`src/div_pkg.sv`:
```
// Shared widths, operation codes and pipeline structs for the divide unit; compile first
`default_nettype none

package div_pkg;

    // --------------------
    // Widths and pipeline shape
    localparam int XLEN     = 64;
    localparam int WLEN     = XLEN / 2;   // Word operand width
    localparam int TAG_W    = 8;
    localparam int N_STAGES = 32;         // Two quotient bits per stage
    localparam int W_EXIT   = 16;         // Word ops leave here

    // Bit 2 marks word, bit 1 remainder, bit 0 unsigned
    typedef enum logic [2:0] {
        OP_DIV   = 3'b000,
        OP_DIVU  = 3'b001,
        OP_REM   = 3'b010,
        OP_REMU  = 3'b011,
        OP_DIVW  = 3'b100,
        OP_DIVUW = 3'b101,
        OP_REMW  = 3'b110,
        OP_REMUW = 3'b111
    } div_op_e;

    // --------------------
    // External request and response
    typedef struct packed {
        logic             valid;
        div_op_e          op;
        logic [TAG_W-1:0] tag;
        logic [XLEN-1:0]  src1;   // Dividend
        logic [XLEN-1:0]  src2;   // Divisor
    } div_req_t;

    typedef struct packed {
        logic             valid;
        logic [TAG_W-1:0] tag;
        logic [XLEN-1:0]  result;
    } div_resp_t;

    // --------------------
    // Per-stage control sideband
    typedef struct packed {
        logic             valid;
        logic [TAG_W-1:0] tag;
        logic             is_word;
        logic             is_rem;
        logic             div_zero;
        logic             neg_quo;   // Operand signs differ
        logic             neg_rem;   // Dividend was negative
    } div_meta_t;

    // Per-stage datapath word
    typedef struct packed {
        logic [XLEN-1:0] rem;
        logic [XLEN-1:0] dq;        // Dividend bits shift out, quotient bits shift in
        logic [XLEN-1:0] divisor;
    } div_data_t;

endpackage

`default_nettype wire

```
`src/div_ctrl.sv`:
```
// Control pipeline for the divider: valid/sideband shift, kill flush, issue refusal, exit select
`timescale 1ns/1ps
`default_nettype none

module div_ctrl #(
    parameter int N_STAGES = div_pkg::N_STAGES,
    parameter int W_EXIT   = div_pkg::W_EXIT
) (
    input  logic               clk_i,
    input  logic               rstn_i,
    input  logic               kill_i,
    input  logic               req_valid_i,
    input  logic               req_word_i,
    input  div_pkg::div_meta_t meta_i,
    output logic               ready_o,
    output logic               exit_w_o,
    output div_pkg::div_meta_t meta_o
);

    div_pkg::div_meta_t meta_q[N_STAGES:0];
    logic               accept;

    // A 64-bit op one stage before the word exit would collide with a word op issued now
    assign ready_o = ~(req_word_i & meta_q[W_EXIT+1].valid & ~meta_q[W_EXIT+1].is_word);
    assign accept  = req_valid_i & ready_o & ~kill_i;

    // --------------------
    // Meta shift register
    always_ff @(posedge clk_i or negedge rstn_i) begin
        if (!rstn_i) begin
            for (int i = 0; i <= N_STAGES; i++) begin
                meta_q[i] <= '0;
            end
        end else begin
            meta_q[N_STAGES]       <= meta_i;
            meta_q[N_STAGES].valid <= accept;
            for (int i = 0; i < N_STAGES; i++) begin
                meta_q[i]       <= meta_q[i+1];
                meta_q[i].valid <= meta_q[i+1].valid & ~kill_i;   // Flush in flight ops
            end
        end
    end

    // --------------------
    // Exit selection, at most one source per cycle
    assign exit_w_o = meta_q[W_EXIT].valid & meta_q[W_EXIT].is_word;

    always_comb begin
        if (exit_w_o) begin
            meta_o = meta_q[W_EXIT];
        end else begin
            meta_o       = meta_q[0];
            meta_o.valid = meta_q[0].valid & ~meta_q[0].is_word;   // Word ops already left
        end
    end

endmodule

`default_nettype wire

```
`config.mk`:
```
export PLATFORM = sky130hd
export DESIGN_NAME = div_ctrl
export DESIGN_NICKNAME = d
export VERILOG_FILES = /design/src/div_pkg.sv /design/src/div_ctrl.sv
export SDC_FILE = /design/constraint.sdc
export NUM_CORES = 1
export LEC_CHECK = 0
export BUFFER_PORTS_ARGS = -buffer_cell sky130_fd_sc_hd__buf_2
export CAP_MARGIN = 25
export CORE_UTILIZATION = 53
export CTS_CLUSTER_DIAMETER = 80
export DETAILED_ROUTE_END_ITERATION = 10
export GPL_ROUTABILITY_DRIVEN = 0
export PLACE_DENSITY = 0.81
export SLEW_MARGIN = 25
export SYNTH_ARGS = -nofsm -noshare
export SYNTH_HDL_FRONTEND = slang
export SYNTH_SLANG_ARGS = --single-unit
```
`constraint.sdc`:
```
create_clock -name clk_i -period 1.75 [get_ports clk_i]
set_input_delay 0.0875 -clock clk_i [delete_from_list [all_inputs] [get_ports clk_i]]
set_output_delay 0.0875 -clock clk_i [all_outputs]
set_load 0.05 [all_outputs]
```
# Word-level counts from Yosys, hierarchy flattened
# Index checks and enable logic that the tools add are counted.
# totals
regBits	462
output_inout_bits	16
# op_classes
bitwise_logic	42
n_mux	1
# op_table
cell	count
1-bit bitwise AND	38
14-bit 2-to-1 mux	1
1-bit NOT	4

# Longest topological paths before layout
# logic_depth
depth_word	5
mapped_depth	3

# Worst setup path before layout
# OpenSTA, ideal clock, no wires.
# synth_path
path_type	register to output
start	register meta_q[4] in the netlist's numbering
end	output port meta_o[13] in the netlist's numbering
t_required_ps	1662
t_arrival_ps	1452
stages_incl_launch_ff	2
slack_ps	211
cell_sequence	dfrtp_1 o21ai_0
# synth_rtl
element	line	text
from (decl)	div_ctrl.sv:20	div_pkg::div_meta_t meta_q[N_STAGES:0];
from (signal, indexed assignment)	div_ctrl.sv:35	meta_q[N_STAGES] <= meta_i;
from (signal, indexed assignment)	div_ctrl.sv:38	meta_q[i] <= meta_q[i+1];
to (decl)	div_ctrl.sv:17	output div_pkg::div_meta_t meta_o

==> results.json <==
{
  "startpoint_type": "flip-flop",
  "grt_usage_pct": 16.0,
  "synth_seq_area_share_pct": 96.4,
  "via_per_inst": 4.61,
  "start_util_pct": 54.5,
  "synthCells": 517,
  "cp-end-kind": "primary output",
  "holdCritPathClass": "in2reg",
  "cp.arrival_ps": 1670,
  "cts.clk_slew.worst_paths_ps": 70,
  "worstMarginPinSlew_ps": 544,
  "dieArea_um2": 23200,
  "rsz0062_at_grt": "true",
  "die_w_um": 152,
  "hold_depth": 2,
  "dp.cells": 836,
  "cts_tree": "yes",
  "antenna_found_initial": 0,
  "slew_viol_final": 0,
  "clock-root-buffer": "clkbuf_16",
  "cp.buffers_inverters": 1,
  "drc": 1,
  "grt_pass1_vias": 4984,
  "drv_cap": 0,
  "p_comb_share_pct": 1.9,
  "worstPathCellList": "nand2_4 > mux2_4 > buf_6",
  "reg_top3": "meta_q x462",
  "r2r_end": "meta_q[461]$_DFF_PN0_",
  "fin_skew_ps": 16.3,
  "syn-cell-area_um2": 12000,
  "worstPathRequired_ps": 1660,
  "clock_sinks": 462,
  "powerDensity_nw_per_um2": 1480,
  "seq_power_share_pct": 53.1,
  "ir_worst_vdd_v": 0.000739,
  "avgRoutedWirePerCell_um": 18.4,
  "synth_cell_types": 13,
  "r2r_setup_slack_ps": 760,
  "path_max_fanout": 7,
  "num_vias": 4306,
  "p_sw_share_pct": 20.1,
  "fin_cells": 934,
  "cpMaxStageDelayCell": "dfrtp_2",
  "drive_gt1_share_pct": 20.5,
  "postRouteAntennaNets": 0,
  "slew_headroom_pct": 63.7,
  "fin_util_pct": 65.5,
  "min_from": "kill_i",
  "p_leak_uw": 0.00675,
  "area_delta_synth_final_pct": 20.2,
  "syn_area_per_cell_um2": 23.2,
  "violations": "design-rule violations, negative setup slack",
  "n_fill_cell": 1328,
  "hold_viol": 0,
  "p_clk_share_pct": 45.0,
  "diodes": 0,
  "htree_levels": 2,
  "grt_first_pass_wirelength_mm": 27.8,
  "fin_ws_ps": -9.60,
  "crit_type": "reg2out",
  "largest_register_ffs": 462,
  "p_int_uw": 17100,
  "post-route-min-period_ps": 1760,
  "fmax_mhz": 568,
  "critPathTopFamily": "flip-flops",
  "wl_mm": 17.2,
  "syn-num-nets": 536,
  "timing.rr.start": "meta_q[242]$_DFF_PN0_",
  "rows": 54,
  "core-area_um2": 22000,
  "ioPinCount": 35,
  "die_h_um": 152,
  "nets": 638,
  "dr.first_iter.drc_count": 227,
  "period_share_pct": 101,
  "overflow": 0,
  "cts_buffers": 43,
  "cts_buffer_depth": 3,
  "firstDrtPassIters": 8,
  "dpl.hpwl_mm": 7.37,
  "p_sw_uw": 4310,
  "yosysWarnings": 0,
  "outcome": "finished, violations left",
  "r2r_cells": 2,
  "grt_max_degree": 75,
  "ys_seq_elements": 462,
  "clk_latency_ps": 530,
  "hold_end": "meta_q[153]$_DFF_PN0_",
  "io_buffers": 33,
  "max_stage_delay_ps": 490,
  "max_flop_register": "meta_q",
  "setup_violations": 2
}
## power groups by stage
| stage | Combinational [uW] | Sequential, uW | Clock (uW) |
|---|---|---|---|
| 5_1_grt | 461 | 11400 | 10300 |
| 3_3_place_gp | 342 | 11500 | 0 |
| 4_1_cts | 418 | 11400 | 9940 |
| 6_report | 404 | 11400 | 9640 |
| 2_1_floorplan | 90.6 | 11500 | 0 |
| 3_5_place_dp | 363 | 11500 | 0 |
## layout make-up
type | count | area [um^2] | share of cell area, %
clock inverter | 18 | 238 | 1.65
timing repair buffer | 60 | 548 | 3.80
multi-input combinational | 50 | 450 | 3.12
tap | 280 | 350 | 2.43
sequential | 462 | 11600 | 80.2
clock buffer | 62 | 1270 | 8.79
inverter | 2 | 7.51 | 0.0520
## how the worst max path moves through the flow
stage,from,end,slack (ps),depth (start not counted)
2_1_floorplan,meta_q[4]$_DFF_PN0_,meta_o[13],210,1
3_3_place_gp,meta_q[228]$_DFF_PN0_,meta_o[12],310,3
3_5_place_dp,meta_q[228]$_DFF_PN0_,meta_o[3],250,3
4_1_cts,meta_q[228]$_DFF_PN0_,meta_o[9],-40,3
5_1_grt,meta_q[237]$_DFF_PN0_,meta_o[11],-60,3
6_report,meta_q[228]$_DFF_PN0_,meta_o[11],-10,3
## worst register-to-register path, delay by kind of cell, from the launching register on
family / cells / cell delay [ps]
flops: 1 / 390
simple gates: 2 / 490
## repair_timing
item                                    in CTS  in global routing
buffers inserted                             2                  0
hold endpoints to repair                   290                  0
pin swaps                                    2                  2
resized for setup                           33                  5
hold buffers                                15                  0
cloned                                       1                  0
endpoints found under the setup margin      15                 14
## placed cells by master (no fill, tap or decap)
master	instances
buf_2	17
inv_6	3
dfrtp_1	460
buf_8	1
bufinv_16	5
dlygate4sd3_1	15
nand3b_1	1
buf_4	10
nand2_8	1
clkbuf_8	12
inv_1	2
clkbuf_4	1
dfrtp_2	2
mux2_4	12
nand2b_1	1
nand2_4	1
clkinvlp_4	3
buf_12	4
clkinv_4	1
and3b_1	1
buf_6	12
nor2b_1	23
o21ai_0	1
clkbuf_16	43
and2b_1	9
clkinv_2	6
clkbuf_1	7
## cells in the mapped netlist
library cell,instances,area [um^2]
nand3b_1,1,7.51
inv_1,2,7.51
nand2_2,1,6.26
mux2_4,7,105
clkbuf_1,3,11.3
dfrtp_1,462,11600
o21ai_0,1,5.00
buf_6,1,11.3
and2b_1,9,67.6
mux2_2,5,56.3
nor2b_1,23,144
nand2b_1,1,6.26
and3b_1,1,8.76
## routing by layer
layer	GRT usage, %	vias up	part of all wire [%]
met5	0	-	0
met3	3.36	36	3.5
li1	-	1818	-
met4	5.24	0	2.1
met2	26.8	83	51
met1	21.3	2369	43
## through the flow
step                TNS (ps)  hold WS [ps]  power (uW)  setup WS, ps  cell area, um^2
floorplan                  0          -208       11600           211            12000
global placement           0          62.5       11800           308            12600
detailed placement         0          66.6       11900           246            12600
CTS                     -378          38.7       21700         -43.0            14400
global route            -564          72.2       22200         -57.1            14400
finish                 -9.74          57.2       21400         -9.60            14400
## cell families after synthesis
group / count (synthesis) / share of synthesized area [%]
multiplexers: 12 / 1.35
buffers and inverters: 6 / 0.250
AO/OA/AOI/OAI: 1 / 0.0417
AND/OR/NAND/NOR: 36 / 2.00
flip-flops: 462 / 96.4
Power figures use the tool's default switching activity.
