<file path="src/div_pkg.sv">
// Shared widths, operation codes and pipeline structs for the divide unit; compile first
`default_nettype none

package div_pkg;

    // --------------------
    // Widths and pipeline shape
    localparam int XLEN     = 64;
    localparam int WLEN     = XLEN / 2;   // Word operand width
    localparam int TAG_W    = 8;
    localparam int N_STAGES = 32;         // Two quotient bits per stage
    localparam int W_EXIT   = 16;         // Word ops leave here

    // Bit 2 marks word, bit 1 remainder, bit 0 unsigned
    typedef enum logic [2:0] {
        OP_DIV   = 3'b000,
        OP_DIVU  = 3'b001,
        OP_REM   = 3'b010,
        OP_REMU  = 3'b011,
        OP_DIVW  = 3'b100,
        OP_DIVUW = 3'b101,
        OP_REMW  = 3'b110,
        OP_REMUW = 3'b111
    } div_op_e;

    // --------------------
    // External request and response
    typedef struct packed {
        logic             valid;
        div_op_e          op;
        logic [TAG_W-1:0] tag;
        logic [XLEN-1:0]  src1;   // Dividend
        logic [XLEN-1:0]  src2;   // Divisor
    } div_req_t;

    typedef struct packed {
        logic             valid;
        logic [TAG_W-1:0] tag;
        logic [XLEN-1:0]  result;
    } div_resp_t;

    // --------------------
    // Per-stage control sideband
    typedef struct packed {
        logic             valid;
        logic [TAG_W-1:0] tag;
        logic             is_word;
        logic             is_rem;
        logic             div_zero;
        logic             neg_quo;   // Operand signs differ
        logic             neg_rem;   // Dividend was negative
    } div_meta_t;

    // Per-stage datapath word
    typedef struct packed {
        logic [XLEN-1:0] rem;
        logic [XLEN-1:0] dq;        // Dividend bits shift out, quotient bits shift in
        logic [XLEN-1:0] divisor;
    } div_data_t;

endpackage

`default_nettype wire

</file>
<file path="src/div_result_fix.sv">
// Final result correction: sign fixes, divide-by-zero quotient, quotient/remainder pick, word extension
`timescale 1ns/1ps
`default_nettype none

module div_result_fix (
    input  div_pkg::div_meta_t meta_i,
    input  logic               exit_w_i,
    input  div_pkg::div_data_t w_data_i,
    input  div_pkg::div_data_t d_data_i,
    output div_pkg::div_resp_t resp_o
);

    localparam int XLEN = div_pkg::XLEN;
    localparam int WLEN = div_pkg::WLEN;

    always_comb begin
        div_pkg::div_data_t data;
        logic [XLEN-1:0]    quo;
        logic [XLEN-1:0]    rmd;
        logic [XLEN-1:0]    res;

        data = exit_w_i ? w_data_i : d_data_i;

        quo = meta_i.neg_quo ? -data.dq : data.dq;
        if (meta_i.div_zero) begin
            quo = '1;   // RISC-V x/0 quotient
        end
        rmd = meta_i.neg_rem ? -data.rem : data.rem;

        res = meta_i.is_rem ? rmd : quo;

        resp_o.valid  = meta_i.valid;
        resp_o.tag    = meta_i.tag;
        // Word results always sign-extend bit 31, unsigned forms too
        resp_o.result = meta_i.is_word ? {{WLEN{res[WLEN-1]}}, res[WLEN-1:0]} : res;
    end

endmodule

`default_nettype wire

</file>
<file path="config.mk">
export PLATFORM = sky130hd
export DESIGN_NAME = div_result_fix
export DESIGN_NICKNAME = d
export VERILOG_FILES = /design/src/div_pkg.sv /design/src/div_result_fix.sv
export SDC_FILE = /design/constraint.sdc
export NUM_CORES = 1
export LEC_CHECK = 0
export BUFFER_PORTS_ARGS = -buffer_cell sky130_fd_sc_hd__buf_2
export CORE_AREA = 2 2 185 187
export DETAILED_ROUTE_END_ITERATION = 16
export DIE_AREA = 0 0 187 189
export GPL_TIMING_DRIVEN = 1
export SYNTH_ARGS = -nofsm -noshare
export SYNTH_HDL_FRONTEND = slang
export SYNTH_SLANG_ARGS = --single-unit
</file>
<file path="constraint.sdc">
create_clock -name vclk -period 15.3
set_input_delay 1.53 -clock vclk [all_inputs]
set_output_delay 1.53 -clock vclk [all_outputs]
set_load 0.005 [all_outputs]
</file>
Word level (Yosys, flattened, before mapping)
Cells that the tools add are included.

operators by class
  $add $sub $neg = 2
  $mul = 0
  divide/modulo/power cells = 0
  $lt $le $gt $ge = 0
  equality and inequality tests = 0
  shifts and indexed selects = 0
  mux-type cells = 6
  bitwise logic cells = 0
  reductions and logical operators = 0

operator list
  operator     count
  $mux 64      5
  $mux 192     1
  $neg 64->64  2

storage, ports and cells
  flip-flop bits (word level) = 0
  latch bits = 0
  RAM bits = 0
  ROM bits = 0
  bits of input ports = 399
  output and inout bits = 73
  word-level logic and storage cells = 8
  memories kept = 0

Depth between registers and ports, before layout
Gate-level depths: netlist of the first run.

  depth in word-level cells = 6
  depth in mapped cells = 21
  depth with buffers taken out = 9

Least setup slack after synthesis of the first run
Ideal clock, no wire load.

  kind = input to output
  start point = input exit_w_i
  end point = output resp_o[44] (netlist bit)
  arrival = 6,307 ps
  slack = 7,463 ps
  stages on the path = 21
  cells stage by stage = buf_6 -> buf_6 -> buf_2 -> buf_2 -> buf_2 -> buf_2 -> buf_2 -> buf_2 -> buf_2 -> buf_2 -> buf_2 -> mux2i_1 -> ha_1 -> nor4bb_1 -> nor2_1 -> or4_1 -> clkbuf_1 -> or3_4 -> o41ai_2 -> xnor2_1 -> a221oi_2

RTL lines
  element          RTL line              source
  start, declared  div_result_fix.sv:7   input logic exit_w_i,
  end, declared    div_result_fix.sv:10  output div_pkg::div_resp_t resp_o

==> run metrics, run 1 <==
worst vdd ir=0.0180 mV; max frequency=121 MHz; Worst EP arrival=6.74 ns; IO Pins=472; Hold Crit Depth=0; max_cap viols=0; DRC Markers=0; WHS Endpoint=resp_o[65]; Rows=67; Slowest-stage cell, CP=buf_4; Die Area=35,300 um2; status=complete, no violations; Core Area=33,300 um2; Int Pwr=0.000111 W; clkbuf count=0; Max Fanout on Critical Path=89; pin count of the biggest net entering global routing=90; Max-slew headroom=0.220; IO buf count=326; Finish-stage setup viols=0; part of the power in the clock network=0; post-synth top area cell=mux2i_1; RSZ-0062 raised after global routing=false; layout cell share with drive strength beyond 1=0.315; DRT antenna net count=0; Yosys warning total=0; Design Power=0.000275 W; net switching power=0.000164 W; worst-path cell chain=buf_8, buf_4, buf_4, or3b_2, a22oi_1, nand3_2, mux2i_1, o2111a_1, nand3_1, o21ai_0, buf_2; Area contributors post-synth=mux2i_1 17%, xnor2_1 8.2%, nand2_1 4.9%; top cell type's share of synthesized area=0.167; WP buf/inv=4; Flop pwr share=0; hold_sp=meta_i[6]; Initial Util=0.218; 1st-iter DRT viols=868; Worst Path Required=13.77 ns; Leak=3.56 nW; number of global-route vias before repair=9,554; Cells after Synth=1,060; seq_cells=0; Final min period=8.27 ns; Overall Global Routing Usage=0.218; Worst-Margin Slew=1.16 ns; element type at the critical path end=output port; Sw Share=0.595; drt wl/cell=23.1 um; Die H=189 um; fin nets=1,719; area grow syn2layout=26.4%; GPL Wtd Cong=0.933; Mapped Avg Cell Area=6.85 um2; Detailed Place HPWL=34.3 mm; design area=9170 um2; Top delay family on crit path=buffers and inverters; Avg Vias per Cell=5.61; Cell Area, Placed=9170 um2; P per Cell Area=30.0 nW/um2; Largest stage delay, worst path=0.79 ns; fin crit share=0.540; post-synth cell types=82; Combinational Power Share=1.000; Setup CP Type=input pin to output port; routed vias=9,911; worst min-delay path class=input pin to output port; total gr overflow=0; hold buffer count at cts=0; Fin. Hold Viols=0; Mapped Area=7260 um2; Register Area=0 um2; die width=187 um; CTS resizes=0; CP Launch Type=input pin; final wirelength=40.7 mm; Sum Neg Setup Slack=0 ns; first-pass GRT wire length=59.5 mm; Synthesized Nets=1,461; Pins Over Slew Limit=0; initial antenna violation count=1; Most common cell on crit path=buf_4; part of the Yosys area used for sequential elements=0; First-pass DRT Iterations=7; Setup Buffers After CTS=0
## stage by stage
| stage | setup slack, ns | std cells | utilization | hold slack, ns |
|---|---|---|---|---|
| floorplan | 7.46 | 1060 | - | 3.14 |
| global placement | 7.04 | 1764 | 0.275 | 3.06 |
| detailed placement | 6.98 | 1764 | 0.275 | 3.06 |
| CTS | 6.98 | 1764 | 0.275 | 3.06 |
| global route | 6.51 | 1764 | 0.275 | 3.06 |
| finish | 7.03 | 1767 | 0.276 | 3.06 |
## Yosys cell counts, drive strengths merged (12+ instances only)
| cell | number |
|---|---|
| a21oi | 40 |
| xnor2 | 68 |
| nor3b | 29 |
| nand3 | 17 |
| xor2 | 20 |
| o21ai | 62 |
| nand4 | 14 |
| nor2 | 68 |
| mux2i | 121 |
| o31ai | 28 |
| nor3 | 60 |
| o41ai | 14 |
| or3b | 28 |
| buf | 41 |
| a22oi | 35 |
| mux2 | 15 |
| or3 | 43 |
| nor4 | 27 |
| nor4b | 12 |
| or4 | 12 |
| nand2 | 95 |
| clkbuf | 42 |
## power by group through the flow
stage               clock network (W)  logic (W)  registers, W
floorplan                           0   0.000148             0
global placement                    0   0.000273             0
detailed placement                  0   0.000274             0
CTS                                 0   0.000276             0
global route                        0   0.000299             0
finish                0.0000000000263   0.000275             0
## final cells by class
cell class	count	area, um2
Timing Repair Buffer	339	1740
Tap cell	448	561
Fill cell	3798	24100
Antenna cell	3	7.51
Inverter	6	22.5
Multi-Input combinational cell	971	6840
## metal layers
metal	GRT usage	vias up	share of wire
met3	0.0350	30	0.095
met1	0.272	4700	0.40
met5	0	-	0.00027
li1	-	4678	-
met4	0.0311	2	0.016
met2	0.399	501	0.49
## kinds of logic after synthesis
kind of cell,count (synthesis),share of synthesized area
AND/OR/NAND/NOR,462,0.364
AO/OA/AOI/OAI,283,0.278
multiplexers,136,0.190
buffers and inverters,89,0.0577
XOR/XNOR,88,0.106
adder cells (fa/ha/maj),2,0.00345
## layout by cell type, fill, tap and decap left out, types with 12 or more instances in the layout
cell | netlist | routed
nand2_1 | 94 | 94
a22oi_1 | 35 | 35
xnor2_1 | 68 | 68
nor3b_1 | 29 | 29
a21oi_1 | 40 | 40
nand4_1 | 14 | 14
xor2_1 | 20 | 20
or3_1 | 42 | 42
mux2_2 | 15 | 15
mux2i_1 | 121 | 121
or3b_2 | 28 | 28
o31ai_1 | 28 | 28
nor2_1 | 68 | 67
o21ai_0 | 62 | 62
nor4b_1 | 12 | 12
nor4_1 | 24 | 24
nor3_1 | 60 | 60
nand3_1 | 15 | 15
buf_4 | 9 | 13
buf_2 | 23 | 325
## how the worst max path moves through the flow
stage	startpoint	end	depth (start not counted)
5_1_grt	exit_w_i	resp_o[35]	11
6_report	exit_w_i	resp_o[35]	11
3_5_place_dp	exit_w_i	resp_o[35]	11
2_1_floorplan	exit_w_i	resp_o[44]	21
3_3_place_gp	exit_w_i	resp_o[35]	11
4_1_cts	exit_w_i	resp_o[35]	11
Note: power is estimated with default switching activity, not from simulation.
==> run 2, diff against run 1 <==
ABC_AREA = 1   (was not set)
CORE_AREA = 2 2 183 185   (was 2 2 185 187)
DIE_AREA = 0 0 185 187   (was 0 0 187 189)
clock period = 7.3 ns   (was 15.3 ns; I/O delays follow)
==> run 2 against run 1 <==
  * Via count increased by 18%
  * Global-route usage increased by 0.74 points
  * Largest cell class unchanged
  * Count of clock-buffer cells in the layout did not move
  * Synthesized area increased by 9.4%
  * Core utilization increased by 1.8 points
  * Largest power group unchanged
==> run metrics, run 2 <==
status=complete, no violations (unchanged); post-layout util=0.293 (was 0.276); top-count cell post-synth=nand2_1 (was mux2i_1); Yosys warning total=0 (unchanged); most frequent cells in the layout=794 x nand2_1, 325 x buf_2, 227 x inv_1 (was 325 x buf_2, 121 x mux2i_1, 94 x nand2_1); Register Area=0 um2 (unchanged); Area contributors post-synth=nand2_1 38%, nand3_1 11%, inv_1 11% (was mux2i_1 17%, xnor2_1 8.2%, nand2_1 4.9%); CTS resizes=0 (unchanged); Synthesized Nets=2,198 (was 1,461); routed vias=11.7k (was 9,911); die width=185 um (was 187 um); Die H=187 um (was 189 um); post-synth cell types=50 (was 82); WP buf/inv=3 (was 4); element type at the critical path end=output port (unchanged); post-synth top area cell=nand2_1 (was mux2i_1); initial antenna violation count=2 (was 1); hold buffer count at cts=0 (unchanged); worst min-delay path class=input pin to output port (unchanged); IO Pins=472 (unchanged); Largest stage delay, worst path=0.59 ns (was 0.79 ns); worst vdd ir=0.0192 mV (was 0.0180 mV); total gr overflow=0 (unchanged); Pins Over Slew Limit=0 (unchanged); fin nets=2,453 (was 1,719); Max-slew headroom=0.313 (was 0.220); Setup Buffers After CTS=0 (unchanged); Cells after Synth=1,797 (was 1,060); layout cell share with drive strength beyond 1=0.192 (was 0.315); Worst-Margin Slew=1.03 ns (was 1.16 ns); Mapped Avg Cell Area=4.42 um2 (was 6.85 um2); seq_cells=0 (unchanged); Detailed Place HPWL=34.2 mm (was 34.3 mm); Worst Path Required=6.57 ns (was 13.77 ns); Finish-stage setup viols=0 (unchanged); DRT antenna net count=0 (unchanged); max frequency=193 MHz; top cell type's share of synthesized area=0.375 (was 0.167); max_cap viols=0 (unchanged); IO buf count=326 (unchanged); Final min period=5.19 ns; final wirelength=40.5 mm (was 40.7 mm); Core Area=32,900 um2 (was 33,300 um2); drt wl/cell=16.2 um (was 23.1 um); RSZ-0062 raised after global routing=false (unchanged); Most common cell on crit path=nand2_1 (was buf_4); Overall Global Routing Usage=0.225 (was 0.218); pin count of the biggest net entering global routing=93 (was 90); clkbuf count=0 (unchanged); P per Cell Area=63.0 nW/um2 (was 30.0 nW/um2); First-pass DRT Iterations=5 (was 7); Die Area=34,600 um2 (was 35,300 um2); Rows=67 (unchanged); Filler Cell Count=4,014 (was 3,798); Setup CP Type=input pin to output port (unchanged); first-pass GRT wire length=60.4 mm (was 59.5 mm); most frequent cells after synthesis=794 x nand2_1, 227 x inv_1, 213 x nor2_1 (was 121 x mux2i_1, 94 x nand2_1, 68 x nor2_1, 68 x xnor2_1, 62 x o21ai_0); most common cell after layout, fill and taps aside=nand2_1 (was buf_2); Slowest-stage cell, CP=buf_4 (unchanged); Sum Neg Setup Slack=0 ns (unchanged); DRC Markers=0 (unchanged); area grow syn2layout=21.4% (was 26.4%); Top delay family on crit path=simple AND/OR/NAND/NOR gates (was buffers and inverters); Worst EP arrival=4.46 ns (was 6.74 ns); Initial Util=0.242 (was 0.218); Leak=5.46 nW (was 3.56 nW); 1st-iter DRT viols=780 (was 868); part of the Yosys area used for sequential elements=0 (unchanged); CP Launch Type=input pin (unchanged); Mapped Area=7940 um2 (was 7260 um2); GPL Wtd Cong=0.929 (was 0.933); Avg Vias per Cell=4.70 (was 5.61); Fin. Hold Viols=0 (unchanged); worst-path cell chain=buf_4, inv_4, nand2_1, o21ai_1, nor2_1, and2_1, nand3_1, o21ai_2, nand2_1, nand3_2, nand3_4, nand2_1, buf_2 (was buf_8, buf_4, buf_4, or3b_2, a22oi_1, nand3_2, mux2i_1, o2111a_1, nand3_1, o21ai_0, buf_2); fin crit share=0.711; number of global-route vias before repair=10.9k (was 9,554); Max Fanout on Critical Path=92 (was 89)
-- run 2: logic make-up (layout without fill, tap and decap cells) --
group | count (synthesis) | after routing | synth area share
AOI/OAI and AO/OA | 177 | 177 | 0.125
xor gates and xnor gates | 16 | 16 | 0.0186
adders and majority gates | 2 | 2 | 0.00315
buffers and inverters | 316 | 569 | 0.181
muxes | 1 | 1 | 0.00126
other | 0 | 1 | 0
and+or+nand+nor | 1285 | 1285 | 0.672
-- run 2: area by class of cell --
| class | count | area (um2) | area share |
|---|---|---|---|
| Timing Repair Buffer | 332 | 1680 | 0.174 |
| Tap cell | 448 | 561 | 0.0581 |
| Multi-Input combinational cell | 1481 | 6510 | 0.675 |
| Inverter | 237 | 892 | 0.0925 |
| Antenna cell | 1 | 2.50 | 0.000260 |
-- run 2: power breakdown --
group	switching, W	total [W]	internal (W)	leakage [nW]
Sequential	0	0	0	0
Clock	0	0.0000000000185	0.0000000000185	0.00000634
Combinational	0.000404	0.000607	0.000203	5.46
-- run 2: worst paths after layout --
| kind | startpoint | depth (start not counted) | to | slack (ns) |
|---|---|---|---|---|
| worst max-delay path | exit_w_i | 13 | resp_o[46] | 2.11 |
| worst min-delay path | meta_i[5] | 0 | resp_o[64] | 1.46 |
-- run 2: metrics by stage --
step | worst slack [ns] | hold WS (ns) | std cells | area (um2) | power, W
detailed placement | 2.16 | 1.46 | 2498 | 9640 | 0.000602
floorplan | 4.04 | 1.54 | 1797 | 7940 | 0.000371
global placement | 2.22 | 1.46 | 2498 | 9640 | 0.000598
global route | 1.76 | 1.46 | 2499 | 9640 | 0.000677
finish | 2.11 | 1.46 | 2499 | 9640 | 0.000607
CTS | 2.15 | 1.46 | 2498 | 9640 | 0.000605
-- run 2: per-layer routing --
metal | vias up | track usage | routed length (um)
li1 | 6083 | - | -
met1 | 5158 | 0.306 | 18500
met2 | 434 | 0.373 | 18200
met3 | 66 | 0.0187 | 2360
met4 | 2 | 0.0748 | 1460
met5 | - | 0 | 14
==> run 3, diff against run 2 <==
ABC_AREA = 0   (was 1)
CORE_AREA = 2 2 185 187   (was 2 2 183 185)
DIE_AREA = 0 0 187 189   (was 0 0 185 187)
clock period = 5.2 ns   (was 7.3 ns; I/O delays follow)
==> run 3 against run 2 <==
  * Global-route usage is 0.57 points lower
  * Non-clock buffer count is 36 higher
  * Sequential share of layout area stayed put
  * Die area is 2.2% higher
==> run metrics, run 3 (same netlist as run 1, synthesis figures left out) <==
Fin. Hold Viols=0 (unchanged); Die H=189 um (was 187 um); Largest stage delay, worst path=0.49 ns (was 0.59 ns); Worst-Margin Slew=0.857 ns (was 1.03 ns); status=complete, no violations (unchanged); Detailed Place HPWL=35.2 mm (was 34.2 mm); Int Pwr=0.000336 W (was 0.000203 W); Core Area=33,300 um2 (was 32,900 um2); seq_cells=0 (unchanged); Leak=3.71 nW (was 5.46 nW); IO buf count=326 (unchanged); Overall Global Routing Usage=0.219 (was 0.225); Pins Over Slew Limit=0 (unchanged); total gr overflow=0 (unchanged); first-pass GRT wire length=59.8 mm (was 60.4 mm); die width=187 um (was 185 um); initial antenna violation count=1 (was 2); Max Fanout on Critical Path=72 (was 92); DRT antenna net count=0 (unchanged); element type at the critical path end=output port (unchanged); Combinational Power Share=1.000 (about the same); most frequent cells in the layout=325 x buf_2, 121 x mux2i_1, 94 x nand2_1 (was 794 x nand2_1, 325 x buf_2, 227 x inv_1); fin crit share=0.935; layout cell share with drive strength beyond 1=0.332 (was 0.192); Rows=67 (unchanged); hold buffer count at cts=0 (unchanged); Top delay family on crit path=simple AND/OR/NAND/NOR gates (unchanged); Levels on crit path=10 (was 13); Setup CP Type=input pin to output port (unchanged); area grow syn2layout=29.7% (was 21.4%); pin count of the biggest net entering global routing=73 (was 93); 1st-iter DRT viols=606 (was 780); P per Cell Area=87.6 nW/um2 (was 63.0 nW/um2); worst vdd ir=0.0447 mV (was 0.0192 mV); part of the power in the clock network=0 (about the same); DRC Markers=0 (unchanged); number of global-route vias before repair=9,497 (was 10.9k); Worst EP arrival=4.34 ns (was 4.46 ns); Final min period=4.86 ns; Avg Vias per Cell=5.57 (was 4.70); routed vias=9,998 (was 11.7k); RSZ-0062 raised after global routing=false (unchanged); clkbuf count=0 (unchanged); WP buf/inv=3 (unchanged); fin nets=1,748 (was 2,453); worst-path cell chain=buf_8, buf_4, or3b_2, a222oi_1, and2_0, nand4_1, o21ai_0, o311ai_0, a211oi_1, buf_2 (was buf_4, inv_4, nand2_1, o21ai_1, nor2_1, and2_1, nand3_1, o21ai_2, nand2_1, nand3_2, nand3_4, nand2_1, buf_2); First-pass DRT Iterations=6 (was 5); Initial Util=0.218 (was 0.242); Sum Neg Setup Slack=0 ns (unchanged); GPL Wtd Cong=0.899 (was 0.929); Slowest-stage cell, CP=buf_4 (unchanged); Finish-stage setup viols=0 (unchanged); net switching power=0.000489 W (was 0.000404 W); Hold Crit Depth=0 (unchanged); worst min-delay path class=input pin to output port (unchanged); Register Area=0 um2 (unchanged); max_cap viols=0 (unchanged); IO Pins=472 (unchanged); max frequency=206 MHz; Max-slew headroom=0.423 (was 0.313); drt wl/cell=23.1 um (was 16.2 um); most common cell after layout, fill and taps aside=buf_2 (was nand2_1); Die Area=35,300 um2 (was 34,600 um2); Sw Share=0.592 (was 0.666); Worst Path Required=4.68 ns (was 6.57 ns); final wirelength=41.4 mm (was 40.5 mm); Flop pwr share=0 (about the same); CP Launch Type=input pin (unchanged); post-layout util=0.283 (was 0.293)
## run 3: cell count changes in the layout (fill, tap and decap cells not counted), moves of 42 or more
cell,delta
nand3_1,-166
nand2_1,-700
nor3_1,+50
nor2_1,-145
inv_1,-222
xnor2_1,+63
mux2i_1,+120
o21ai_1,-44
or3_1,+42
## run 3: layer usage
metal	wire (um)	GRT usage
met2	20600	0.408
met5	11	0
met4	355	0.0171
met1	17700	0.277
met3	2720	0.0321
## run 3: power by group through the flow
stage / Combinational (W) / Sequential, W / Clock (W)
final: 0.000825 / 0 / 0.0000000000517
after global routing: 0.000894 / 0 / 0
after CTS: 0.000830 / 0 / 0
after detailed placement: 0.000826 / 0 / 0
after global placement: 0.000820 / 0 / 0
after floorplan: 0.000440 / 0 / 0
## run 3: worst paths after layout
path | start | end | slack, ns
worst max-delay path | exit_w_i | resp_o[55] | 0.34
worst min-delay path | meta_i[6] | resp_o[65] | 1.04
## run 3: what timing repair did
item | CTS | global route
setup buffers | 0 | 0
endpoints found under the setup margin | 0 | 1
gates resized for setup | 0 | 1
## run 3: per-stage QoR
stage,cell area [um2],cells,worst slack (ns),power [W],hold slack [ns]
global placement,9410,1793,0.406,0.000820,1.04
detailed placement,9410,1793,0.386,0.000826,1.04
CTS,9410,1793,0.349,0.000830,1.04
global route,9410,1793,0.0494,0.000894,1.04
floorplan,7330,1060,0.0202,0.000440,1.12
finish,9420,1795,0.339,0.000825,1.04
## run 3: area by class of cell
| cell class | count | area [um2] |
|---|---|---|
| inverter | 6 | 22.5 |
| antenna | 2 | 5.00 |
| tap | 448 | 561 |
| multi-input combinational | 971 | 6870 |
| fill | 3758 | 23900 |
| timing repair buffer | 368 | 1960 |
