`src/div_pkg.sv`:
```
// Shared widths, operation codes and pipeline structs for the divide unit; compile first
`default_nettype none

package div_pkg;

    // --------------------
    // Widths and pipeline shape
    localparam int XLEN     = 64;
    localparam int WLEN     = XLEN / 2;   // Word operand width
    localparam int TAG_W    = 8;
    localparam int N_STAGES = 32;         // Two quotient bits per stage
    localparam int W_EXIT   = 16;         // Word ops leave here

    // Bit 2 marks word, bit 1 remainder, bit 0 unsigned
    typedef enum logic [2:0] {
        OP_DIV   = 3'b000,
        OP_DIVU  = 3'b001,
        OP_REM   = 3'b010,
        OP_REMU  = 3'b011,
        OP_DIVW  = 3'b100,
        OP_DIVUW = 3'b101,
        OP_REMW  = 3'b110,
        OP_REMUW = 3'b111
    } div_op_e;

    // --------------------
    // External request and response
    typedef struct packed {
        logic             valid;
        div_op_e          op;
        logic [TAG_W-1:0] tag;
        logic [XLEN-1:0]  src1;   // Dividend
        logic [XLEN-1:0]  src2;   // Divisor
    } div_req_t;

    typedef struct packed {
        logic             valid;
        logic [TAG_W-1:0] tag;
        logic [XLEN-1:0]  result;
    } div_resp_t;

    // --------------------
    // Per-stage control sideband
    typedef struct packed {
        logic             valid;
        logic [TAG_W-1:0] tag;
        logic             is_word;
        logic             is_rem;
        logic             div_zero;
        logic             neg_quo;   // Operand signs differ
        logic             neg_rem;   // Dividend was negative
    } div_meta_t;

    // Per-stage datapath word
    typedef struct packed {
        logic [XLEN-1:0] rem;
        logic [XLEN-1:0] dq;        // Dividend bits shift out, quotient bits shift in
        logic [XLEN-1:0] divisor;
    } div_data_t;

endpackage

`default_nettype wire

```
`src/div_operand_prep.sv`:
```
// Turns a raw request into unsigned, aligned operands and the sign/zero flags for the pipeline
`timescale 1ns/1ps
`default_nettype none

module div_operand_prep (
    input  div_pkg::div_req_t  req_i,
    output div_pkg::div_data_t data_o,
    output div_pkg::div_meta_t meta_o
);

    localparam int XLEN = div_pkg::XLEN;
    localparam int WLEN = div_pkg::WLEN;

    always_comb begin
        logic [2:0]      op;
        logic            is_word;
        logic            is_signed;
        logic            neg1;
        logic            neg2;
        logic [XLEN-1:0] mag1;
        logic [XLEN-1:0] mag2;

        op        = req_i.op;
        is_word   = op[2];
        is_signed = ~op[0];

        // Sign bit position depends on operand width
        neg1 = is_signed & (is_word ? req_i.src1[WLEN-1] : req_i.src1[XLEN-1]);
        neg2 = is_signed & (is_word ? req_i.src2[WLEN-1] : req_i.src2[XLEN-1]);

        mag1 = neg1 ? -req_i.src1 : req_i.src1;
        mag2 = neg2 ? -req_i.src2 : req_i.src2;

        data_o.rem     = '0;
        data_o.dq      = is_word ? {mag1[WLEN-1:0], {WLEN{1'b0}}} : mag1;   // Word in upper half
        data_o.divisor = is_word ? {{WLEN{1'b0}}, mag2[WLEN-1:0]} : mag2;

        meta_o.valid    = req_i.valid;
        meta_o.tag      = req_i.tag;
        meta_o.is_word  = is_word;
        meta_o.is_rem   = op[1];
        meta_o.div_zero = is_word ? (req_i.src2[WLEN-1:0] == '0) : (req_i.src2 == '0);
        meta_o.neg_quo  = neg1 ^ neg2;
        meta_o.neg_rem  = neg1;   // Remainder takes the dividend sign
    end

endmodule

`default_nettype wire

```
`config.mk`:
```
export PLATFORM = sky130hd
export DESIGN_NAME = div_operand_prep
export DESIGN_NICKNAME = d
export VERILOG_FILES = /design/src/div_pkg.sv /design/src/div_operand_prep.sv
export SDC_FILE = /design/constraint.sdc
export NUM_CORES = 1
export LEC_CHECK = 0
export CORE_AREA = 2 2 134 136
export DETAILED_ROUTE_END_ITERATION = 7
export DIE_AREA = 0 0 136 138
export DONT_BUFFER_PORTS = 1
export PLACE_DENSITY = 0.37
export SLEW_MARGIN = 20
export SYNTH_ARGS = -nofsm -noshare
export SYNTH_HDL_FRONTEND = slang
export SYNTH_SLANG_ARGS = --single-unit
```
`constraint.sdc`:
```
create_clock -name vclk -period 7.1
set_clock_uncertainty 0.2 [all_clocks]
set_input_delay 0.355 -clock vclk [all_inputs]
set_output_delay 0.355 -clock vclk [all_outputs]
set_load 0.02 [all_outputs]
```
* After elaboration in Yosys (flattened, before gate mapping)
Index checks and enable logic that the tools add are counted.
** Word-level totals
- Input bits :: 140
- Output and inout bits :: 206
- Register bits after elaboration :: 0
** Cells by class
- Mux-type cells :: 7
- Bitwise gates (word level) :: 4
- Reductions and logical operators :: 2
- $add $sub $neg :: 2
** Operators by type and width (count)
- $mux W64 :: 4
- $neg A64 Y64 :: 2
- $logic_not A64 Y1 :: 1
- $logic_not A32 Y1 :: 1
- $mux W1 :: 3
- $and A1 B1 Y1 :: 2
- $not A1 Y1 :: 1
- $xor A1 B1 Y1 :: 1

* Longest topological paths before layout
Gate-level depths: netlist of the first run.
- Depth in word-level cells :: 4
- Gate-level depth with buffers :: 9
- Mapped depth without buffers :: 8

* Worst setup path after synthesis of the first run
OpenSTA, ideal clock, no wires.
- Kind :: input to output
- From :: in req_i[64] (netlist name)
- To :: out data_o[123] (netlist name)
- Path slack :: 3.881 ns
- Path buffers :: 3
- Required time :: 6.545 ns
- Stages on the path :: 9
- Data arrival time :: 2.664 ns
- Cell sequence :: or4_4 > buf_6 > or4_4 > buf_6 > nor4_4 > buf_6 > a31oi_1 > xnor2_1 > mux2i_1
** RTL lines
- start: declaration :: line div_operand_prep.sv:6 : input div_pkg::div_req_t req_i,
- end: declaration :: line div_operand_prep.sv:7 : output div_pkg::div_data_t data_o,

==> summary by stage, run 1 <==
Run status
The flow ran to the end, and the final reports show no timing, DRC or antenna violations.

GRT
The via count of the first global-routing pass was 4637. The wire length of the first global-routing pass is 26790 microns. The global-route usage over all layers is 17.56%. Entering global routing, the biggest net connects 86 pins. The global-route congestion overflow total is 0.

The number of antenna violations at the first check in global routing is 0.

Worst setup path
The maximum fanout count along the critical path is 12. On the worst path, the slowest cell contributes a delay of 1.03 ns. The required arrival time at the worst endpoint is 6.55 ns. The type of origin of the critical path is a primary input. The critical path data arrival time is 3.47 ns. The worst setup path is captured at an output port. The worst setup path is of the in -> out kind.

Traced cell by cell, the critical path runs through or4_4 > or4_1 > nor4b_2 > nand4_1 > a21oi_1. The slowest stage of the critical path is the nor4b_2 cell.

Power and ir drop
Dividing total power by cell area gives a power density of 79.02 nW/um^2. Combinational cells account for 100.0% of the total power. Summed over all cells, the static leakage comes to 0.001390 uW. The clock network accounts for 0% of the total power. Of the total power, the share spent switching nets is 73.27%. The internal power component is 88.50 uW. The maximum resistive drop on vdd is 29.45 uV. The proportion of power drawn by flip-flops and latches is 0%.

The switching power total is 242.6 uW.

Finish
The combined area of the multi-input logic cells is 3791 sq um. The library cells used most frequently in the layout, excluding fill and tap cells, are nor2_1 (128), xnor2_1 (79), conb_1 (64), a31oi_1 (33). In the final layout, the share of cells above drive strength 1 is 5.205%. Cells fill 23.90% of the core in the end. The most common cell after layout, fill and taps aside is nor2_1. The number of nets in the layout is 778. Counting the fill cells in the layout gives 2047. In the final layout, flip-flops and latches occupy 0 sq um. For this run, the number of standard cells in the final layout without fillers is 863. There are 0 flip-flops and latches. From synthesis to final layout, the design area changed by -3.543%. The layout has 0 clock buffers.

The repair_antennas step left the layout with diodes totalling 0.

Drt
The detail route stage leaves a number of antenna-violating nets equal to 0. The length of the first detailed-routing pass in iterations is 4. For this block, the via count after detailed routing is 4658.

The number of remaining DRC errors is 0. The initial DRC count is 214. After detailed routing, the total wire length is 18170 microns.

Dividing the detail-routed wire length by the instance count gives 21.06 microns. Using the TritonRoute via totals, the vias-per-cell ratio works out to 5.397.

Die
The floorplan has 49 rows. For this configuration, the core starts out at a cell density of 24.78%. The floorplan step defined a core boundary enclosing 17530 sq um. The area of the die is 18770 sq um.

The I/O pin count is 346. The vertical die dimension is 138 microns. In this run the horizontal extent of the chip is 136 microns.

Placement
At the end of routability-driven placement, the weighted congestion stood at 0.8730. The count of port buffers added during placement is 0. The total placed cells including tap cells is 863.

The detailed placer's ending HPWL is 14820 microns.

Clock tree
The post-CTS repair timing setup buffer count is 0. Hold repair after CTS inserted 0 buffers. The number of cells upsized or downsized after cts is 0.

Synthesis
The number of distinct library cell variants in the gate-level netlist after synthesis is 63. The post-synth design cell area is 4344 sq um. During synthesis, Yosys emitted a total of 0 warnings.

Synthesis produced a netlist whose cell count is 673. The average instance in the mapped netlist occupies 6.455 sq um. Sequential elements use 0% of the synthesized area.

STA
Setup repair after global routing left no endpoint under its margin. At the pin with the least slew margin, the transition time is 1.131 ns. The number of max-slew violations in the final report is 0. The clock period minus final worst setup slack is 4.026 ns.

The count of final hold-check violations is 0. The headroom to the max-slew limit is 23.99%. Summed over all failing endpoints, the final setup total negative slack is 0 ns. The period utilization is 56.70%.

The final number of setup-violating endpoints is 0. For this run, the top clock speed supported by timing is 0.2484 GHz.

Run
Across the run, the number of max-cap violations was 0.

Min path
The class of the worst hold path is in -> out.
==> power groups by stage <==
stage                     clock, uW  combinational, uW  sequential [uW]
after floorplan                   0                329                0
after global placement            0                333                0
after detailed placement          0                331                0
after CTS                         0                333                0
after global routing              0                355                0
final                             0                331                0
==> worst paths after layout <==
path                     end  cells past startpoint  startpoint
setup / recovery  data_o[63]                      5    req_i[6]
hold / removal     data_o[0]                      0    req_i[0]
==> layer usage <==
metal	global-route usage (%)	routed length (microns)	up-vias
li1	-	-	2194
met2	32.27	9060	269
met3	4.657	1869	23
met5	0	0	-
met4	3.783	426	0
met1	20.09	6817	2172
==> synthesized netlist by cell type, types with 13 or more instances <==
library cell | instances | area share (%)
a21oi_1 | 31 | 3.6
a31oi_1 | 33 | 4.8
buf_4 | 78 | 13
clkbuf_1 | 24 | 2.1
inv_1 | 17 | 1.5
mux2i_1 | 22 | 5.1
nand2_1 | 25 | 2.2
nor2_1 | 128 | 11
nor3_1 | 27 | 3.1
nor4_1 | 24 | 3.5
o21ai_0 | 14 | 1.6
or4_1 | 13 | 2.2
xnor2_1 | 79 | 16
xor2_1 | 31 | 6.2
==> cell type report <==
type / count / share of cell area (%)
inverters: 18 / 1.612
repair buffers: 6 / 1.075
multi-input cells: 610 / 90.47
well taps: 229 / 6.838
==> critical path, delay by kind of cell <==
family,cells,cell delay (ns)
and+or+nand+nor,4,2.59
AOI/OAI and AO/OA,1,0.51
==> logic make-up after synthesis <==
logic type / share of synthesized area [%]
AOI/OAI and AO/OA: 19.59
xor gates and xnor gates: 22.18
buffers and inverters: 18.17
muxes: 5.069
other: 0.08632
adders and majority gates: 0.5759
and+or+nand+nor: 34.33
==> metrics by stage <==
step / hold WS [ns] / setup slack, ns / total power [uW] / area [sq um]
after detailed placement: 0.5101 / 3.081 / 331.3 / 4190
after floorplan: 0.6226 / 3.881 / 328.6 / 4581
after CTS: 0.5101 / 3.072 / 332.8 / 4190
final: 0.5100 / 3.074 / 331.1 / 4190
after global placement: 0.5101 / 3.093 / 333.1 / 4190
after global routing: 0.5100 / 2.841 / 354.6 / 4190
No activity file was read; power rests on OpenSTA's default activity.
==> run 2, diff against run 1 <==
--- a/config.mk
+++ b/config.mk
@@ -5,11 +5,12 @@
 export SDC_FILE = /design/constraint.sdc
 export NUM_CORES = 1
 export LEC_CHECK = 0
+export ABC_AREA = 1
 export CORE_AREA = 2 2 134 136
 export DETAILED_ROUTE_END_ITERATION = 7
 export DIE_AREA = 0 0 136 138
 export DONT_BUFFER_PORTS = 1
-export PLACE_DENSITY = 0.37
+export PLACE_DENSITY = 0.46
 export SLEW_MARGIN = 20
 export SYNTH_ARGS = -nofsm -noshare
 export SYNTH_HDL_FRONTEND = slang
==> constraint.sdc (replaced) <==
create_clock -name vclk -period 3.46
set_clock_uncertainty 0.2 [all_clocks]
set_input_delay 0.173 -clock vclk [all_inputs]
set_output_delay 0.173 -clock vclk [all_outputs]
set_load 0.02 [all_outputs]
==> run 2 against run 1 <==
  * Global-route usage rose by 6.0 points
  * Core utilization is 7.1 points higher
  * Non-clock buffer count rose by 9
  * Worst setup slack lost 2.2 ns
  * Synthesized area grew 27%
==> summary by stage, run 2 <==
Run status
Run status: finished, final reports clean (unchanged).

Finish
Leading cell types in the layout, fill and taps excluded: nand2_1 (403), nor2_1 (300), nand3_1 (104), inv_1 (91), conb_1 (64) (was nor2_1 (128), xnor2_1 (79), conb_1 (64), a31oi_1 (33)). The share of layout cells above drive strength 1 is 2.566% (was 5.205%). The antenna cell count is 0 (unchanged).

The number of fillers in the final layout is 2179 (was 2047). The area overhead of the layout relative to synthesis is -1.114% (was -3.543%). The post-layout utilization of the core is 31.04% (was 23.90%). The number of clock buffer instances in the layout is 0 (unchanged). The number of nets in the layout is 1313 (was 778). The most common cell after layout, fill and taps aside is nand2_1 (was nor2_1). The sequential cell area is 0 sq um (unchanged).

The final sequential cell count is 0 (unchanged).

Die
The number of placement rows is 49 (unchanged). The area of the die is 18770 sq um (unchanged). The area of the core came to 17530 sq um (unchanged). The vertical die dimension was 138 microns (unchanged).

The starting density of the core is 31.39% (was 24.78%). The die extent in x is 136 microns (unchanged). The I/O pin count is 346 (unchanged).

GRT
The number of antenna violations at the first check in global routing is 0 (unchanged). The global-route usage over all layers came to 23.58% (was 17.56%). The wire length of the first global-routing pass was 35130 microns (was 26790 microns).

The pin count of the biggest net entering global routing is 57 (was 86). The global-route congestion overflow total was 0 (unchanged). The via count of the first global-routing pass is 6438 (was 4637).

Power and ir drop
The maximum resistive drop on vdd is 68.70 uV (was 29.45 uV). The power density normalized to cell area is 156.7 nW/um^2 (was 79.02 nW/um^2). The leakage power total was 0.002562 uW (was 0.001390 uW).

Placement
The count of port buffers added during placement is 0 (unchanged). The final estimated routing congestion in global placement came to 0.9711 (was 0.8730). The detailed placer's ending HPWL is 20290 microns (was 14820 microns).

Drt
The initial DRC count was 445 (was 214). The number of remaining DRC errors is 0 (unchanged). The vias after detailed routing is 7079 (was 4658).

The average wire per cell in the routed design was 16.88 microns (was 21.06 microns). The total detailed-routing wirelength came to 23600 microns (was 18170 microns). The remaining antenna violation count after routing is 0 (unchanged). The average via count per standard cell is 5.064 (was 5.397). The length of the first detailed-routing pass in iterations is 7 (was 4).

STA
The total negative setup slack is 0 ns (unchanged). For the finished layout, the period the worst path requires is 2.603 ns. Unrepaired setup endpoints after global routing: false (unchanged).

The worst hold-check slack is 0.1460 ns (was 0.5100 ns). The count of final hold-check violations was 0 (unchanged). The pin slew with the least headroom to its limit came to 0.6944 ns (was 1.131 ns). The headroom to the max-slew limit is 53.22% (was 23.99%). After layout, the worst path uses 75.24% of the clock period. The number of max-slew violations in the final report is 0 (unchanged).

For this run, the top clock speed supported by timing is 0.3841 GHz. The final number of setup-violating endpoints is 0 (unchanged).

Synthesis
The most frequently used cell type in the post-synthesis netlist is nand2_1 (was nor2_1). The post-synth design cell area is 5504 sq um (was 4344 sq um). The mean post-synth cell area came to 4.606 sq um (was 6.455 sq um). The sequential fraction of the synthesis area came to 0% (unchanged). Leading post-synthesis cells by instance count: nand2_1 (403), nor2_1 (300), nand3_1 (104) (was nor2_1 (128), xnor2_1 (79), buf_4 (78)). The fraction of synthesized cell area taken by the top area cell type came to 27.48% (was 15.93%). The synthesis warning total is 0 (unchanged). The cell count after synthesis is 1195 (was 673). The cell taking the most area after synthesis is nand2_1 (was xnor2_1).

The number of distinct library cell variants in the gate-level netlist after synthesis came to 33 (was 63). Top area cells in the synthesized netlist: nand2_1 (27%), nor2_1 (20%), buf_4 (11%), nand3_1 (9.5%), inv_1 (6.2%) (was xnor2_1 (16%), buf_4 (13%), nor2_1 (11%), xor2_1 (6.3%), mux2i_1 (5.1%)).

Worst setup path
The required arrival time at the worst endpoint is 3.09 ns (was 6.55 ns). The slowest library cell on the worst path is xor2_1 (was nor4b_2). The type of the setup path with the least slack was in -> out (unchanged). The startpoint of the most critical setup path is req_i[138] (was req_i[6]). Ordered list of cells on the worst path: inv_2 > buf_4 > nor2_1 > nor3_4 > buf_4 > inv_2 > o21ai_1 > xor2_1 (was or4_4 > or4_1 > nor4b_2 > nand4_1 > a21oi_1). The worst stage delay on the critical path is 0.49 ns (was 1.03 ns). The type of origin of the critical path is a primary input (unchanged). The category of cells accounting for the largest share of critical-path delay was buffers and inverters (was simple AND/OR/NAND/NOR gates). The maximum fanout count along the critical path came to 56 (was 12).

The endpoint type of the worst setup path is an output port (unchanged). The number of buffer and inverter stages on the critical path is 4 (was 0). The critical path data arrival time is 2.23 ns (was 3.47 ns).

Clock tree
The count of hold-fix buffers inserted at cts was 0 (unchanged). The post-CTS repair timing setup buffer count is 0 (unchanged). The number of cells upsized or downsized after cts was 0 (unchanged).

Min path
The beginning of the worst hold path was req_i[133] (was req_i[0]). The class of the worst hold path is in -> out (unchanged).

Run
The number of max-cap violations was 0 (unchanged).
[run 2: cell families after synthesis]
family | Yosys count | synth area share, %
AOI/OAI and AO/OA | 79 | 7.866
xor gates and xnor gates | 52 | 8.275
adders and majority gates | 2 | 0.4546
buffers and inverters | 197 | 19.10
other | 1 | 0.06813
and+or+nand+nor | 864 | 64.24
[run 2: final timing paths]
| check | slack, ns | depth (start not counted) | endpoint |
|---|---|---|---|
| setup / recovery | 0.86 | 8 | data_o[27] |
| hold / removal | 0.15 | 0 | meta_o[10] |
[run 2: metal layers]
| layer | vias to the layer above | wire length [microns] | GRT usage [%] |
|---|---|---|---|
| met5 | - | 0 | 0 |
| met4 | 0 | 517 | 4.715 |
| met3 | 24 | 2125 | 4.180 |
| met2 | 324 | 12050 | 44.67 |
| met1 | 3164 | 8905 | 27.26 |
| li1 | 3567 | - | - |
[run 2: final cells by class]
cell class                      instances  area, sq um  area share, %
Timing Repair Buffer                   15        112.6          2.069
Tap cell                              229        286.5          5.264
Inverter                               93        349.1          6.414
Multi-Input combinational cell       1061         4695          86.25
[run 2: stage by stage]
stage / instance area [sq um] / worst slack [ns] / total power [uW] / std cells
2_1_floorplan: 5741 / 1.421 / 790.2 / 1258
3_3_place_gp: 5443 / 0.9458 / 854.2 / 1398
3_5_place_dp: 5443 / 0.9353 / 853.9 / 1398
4_1_cts: 5443 / 0.9180 / 857.2 / 1398
5_1_grt: 5443 / 0.7142 / 938.4 / 1398
6_report: 5443 / 0.8566 / 852.9 / 1398
[run 2: power breakdown]
part / total [uW] / internal [uW] / switching (uW)
clock: 0 / 0 / 0
sequential: 0 / 0 / 0
combinational: 853 / 206 / 646
==> run 3, diff against run 2 <==
--- a/config.mk
+++ b/config.mk
@@ -5,12 +5,12 @@
 export SDC_FILE = /design/constraint.sdc
 export NUM_CORES = 1
 export LEC_CHECK = 0
-export ABC_AREA = 1
-export CORE_AREA = 2 2 134 136
+export ABC_AREA = 0
+export CORE_AREA = 2 2 135 137
 export DETAILED_ROUTE_END_ITERATION = 7
-export DIE_AREA = 0 0 136 138
+export DIE_AREA = 0 0 137 139
 export DONT_BUFFER_PORTS = 1
-export PLACE_DENSITY = 0.46
+export PLACE_DENSITY = 0.37
 export SLEW_MARGIN = 20
 export SYNTH_ARGS = -nofsm -noshare
 export SYNTH_HDL_FRONTEND = slang
==> constraint.sdc (replaced) <==
create_clock -name vclk -period 2.4
set_clock_uncertainty 0.2 [all_clocks]
set_input_delay 0.12 -clock vclk [all_inputs]
set_output_delay 0.12 -clock vclk [all_outputs]
set_load 0.02 [all_outputs]
==> run 3 against run 2 <==
  * Global-route usage decreased by 3.6 points
  * Highest routed layer unchanged
  * Power is 76% higher
  * Largest power group unchanged
  * Count of clock-buffer cells in the layout stayed put
  * Flip-flop and latch count stayed put
  * Cell area rose by 33%
  * Sequential share of layout area did not move
  * The run now ends with negative setup slack left
==> summary by stage, run 3 (synthesized netlist as in run 1, its figures left out) <==
Run status
Run status: complete, but fails checks (was finished, final reports clean). The final reports fail on negative setup slack.

STA
The pin slew with the least headroom to its limit is 0.7235 ns (was 0.6944 ns). The number of max-slew violations in the final report is 0 (unchanged). The maximum achievable frequency is 0.3716 GHz. Unrepaired setup endpoints after global routing: true (was false). The final number of setup-violating endpoints is 71 (was 0).

The clock period minus final worst setup slack is 2.691 ns. The period utilization is 112.1%. The headroom to the max-slew limit is 51.77% (was 53.22%). The count of final hold-check violations is 0 (unchanged). The post-route worst setup slack is -0.2909 ns (was 0.8566 ns).

Worst setup path
The type of origin of the critical path is a primary input (unchanged). The startpoint of the most critical setup path is req_i[6] (was req_i[138]). The type of the setup path with the least slack is in -> out (unchanged). The critical path data arrival time is 2.37 ns (was 2.23 ns). The maximum fanout count along the critical path was 8 (was 56). The endpoint type of the worst setup path is an output port (unchanged). The required arrival time at the worst endpoint is 2.08 ns (was 3.09 ns).

Finish
The number of nets in the layout came to 966 (was 1313). The antenna cell count was 0 (unchanged). The final sequential cell count is 0 (unchanged). The share of layout cells above drive strength 1 is 49.15% (was 2.566%). The post-layout utilization of the core is 41.04% (was 31.04%). The area overhead of the layout relative to synthesis is 66.79% (was -1.114%). Leading cell types in the layout, fill and taps excluded: buf_4 (158), nor2_1 (91), conb_1 (64), xnor2_1 (51), buf_6 (33) (was nand2_1 (403), nor2_1 (300), nand3_1 (104), inv_1 (91), conb_1 (64)). The number of clock buffer instances in the layout is 0 (unchanged). The sequential cell area came to 0 sq um (unchanged). The most common cell after layout, fill and taps aside is buf_4 (was nand2_1).

Min path
The class of the worst hold path is in -> out (unchanged). The worst-case hold path end point is meta_o[10] (unchanged). The beginning of the worst hold path was req_i[133] (unchanged).

The count of cells along the worst hold path was 0 (unchanged).

Drt
The average wire per cell in the routed design came to 19.69 microns (was 16.88 microns). The total detailed-routing wirelength came to 20690 microns (was 23600 microns). The routed length on met2 is 10790 microns (was 12050 microns). The vias after detailed routing is 5381 (was 7079). The average via count per standard cell is 5.120 (was 5.064). The sum of met3 wire segment lengths after detailed routing came to 1908 microns (was 2125 microns). The length of the first detailed-routing pass in iterations came to 4 (was 7). The top metal layer carrying routed signals is met4 (unchanged). The routed length on met1 is 7648 microns (was 8905 microns). The remaining antenna violation count after routing was 0 (unchanged). The initial DRC count is 188 (was 445). The number of remaining DRC errors is 0 (unchanged).

Power and ir drop
The power density normalized to cell area was 206.8 nW/um^2 (was 156.7 nW/um^2). The internal power component is 629.2 uW (was 206.4 uW). The switching part of the total is 58.01% (was 75.80%). The maximum resistive drop on vdd is 137.0 uV (was 68.70 uV). The leakage power total came to 0.002777 uW (was 0.002562 uW). The switching power total was 869.2 uW (was 646.5 uW). The power share of the combinational group is 100.0% (about the same). The proportion of power drawn by flip-flops and latches is 0% (about the same). The clock network fraction of design power is 0% (about the same).

Clock tree
The count of hold-fix buffers inserted at cts was 0 (unchanged).

Die
The die extent in x is 137 microns (was 136 microns). The vertical die dimension is 139 microns (was 138 microns). The area of the die is 19040 sq um (was 18770 sq um).

The area of the core came to 17660 sq um (was 17530 sq um). The starting density of the core is 24.60% (was 31.39%). The I/O pin count is 346 (unchanged). The number of placement rows was 49 (unchanged).

GRT
The wire length of the first global-routing pass is 30810 microns (was 35130 microns). The number of antenna violations at the first check in global routing is 0 (unchanged). The pin count of the biggest net entering global routing came to 86 (was 57).

The global-route congestion overflow total is 0 (unchanged). The via count of the first global-routing pass is 5410 (was 6438). The global-route usage over all layers is 19.97% (was 23.58%).

Placement
The final estimated routing congestion in global placement is 0.8419 (was 0.9711). The count of port buffers added during placement is 0 (unchanged). The pre-CTS setup slack was -0.3605 ns (was 0.9353 ns).

The detailed placer's ending HPWL is 16340 microns (was 20290 microns).

Run
The number of max-cap violations is 0 (unchanged).
-- run 3: changes by cell type in the layout (fill, tap and decap cells not counted), moves of 19 or more --
cell | previous run | this run
nand2_1 | 403 | 22
buf_6 | 0 | 33
nor2_1 | 300 | 91
buf_4 | 15 | 158
nand4_1 | 27 | 8
nor2_4 | 1 | 21
xnor2_1 | 27 | 51
nand3_1 | 104 | 6
o21ai_0 | 38 | 4
inv_1 | 91 | 14
xnor2_2 | 0 | 28
nor3_1 | 1 | 27
-- run 3: routing by layer --
metal / vias up / track usage (%)
met5: - / 0
met4: 0 / 2.279
met3: 16 / 4.642
met2: 242 / 37.29
met1: 2555 / 23.47
li1: 2568 / -
-- run 3: critical path: stages --
cell	delay (ns)
or4_4	0.53
or4_4	0.56
buf_6	0.16
buf_12	0.12
nor3_4	0.18
buf_6	0.20
buf_6	0.12
nor2_2	0.03
xnor2_1	0.17
buf_4	0.17
-- run 3: final cells by class --
cell class	count	area [sq um]
Fill cell	1867	10410
Inverter	18	67.56
Multi-Input combinational cell	610	5279
Tap cell	229	286.5
Timing Repair Buffer	194	1613
-- run 3: stage by stage --
step           instances  hold WS (ns)  total power, uW  instance area [sq um]  TNS, ns
2_1_floorplan        736        0.1054             1043                   4907   -5.145
3_3_place_gp        1031       0.04014             1318                   5784   -13.70
3_5_place_dp        1031       0.04014             1315                   5784   -13.84
4_1_cts             1041       0.04014             1394                   6439   -12.24
5_1_grt             1051       0.04011             1594                   7246   -16.92
6_report            1051       0.04003             1498                   7246   -12.28
-- run 3: power groups by stage --
stage / clock network, uW / registers, uW / logic [uW]
floorplan: 0 / 0 / 1040
global placement: 0 / 0 / 1320
detailed placement: 0 / 0 / 1310
CTS: 0 / 0 / 1390
global route: 0 / 0 / 1590
finish: 0 / 0 / 1500
-- run 3: worst max-delay path by stage --
| stage | to | slack (ns) |
|---|---|---|
| after floorplan | data_o[123] | -0.27 |
| after global placement | data_o[34] | -0.34 |
| after detailed placement | data_o[34] | -0.36 |
| after CTS | data_o[34] | -0.29 |
| after global routing | data_o[60] | -0.34 |
| final | data_o[30] | -0.29 |
-- run 3: timing repair --
item                                    in CTS  in global routing
pin swaps                                   68                 95
gates resized for setup                    108                129
endpoints found under the setup margin      86                 96
setup buffers                               11                 14
cloned                                       0                  0
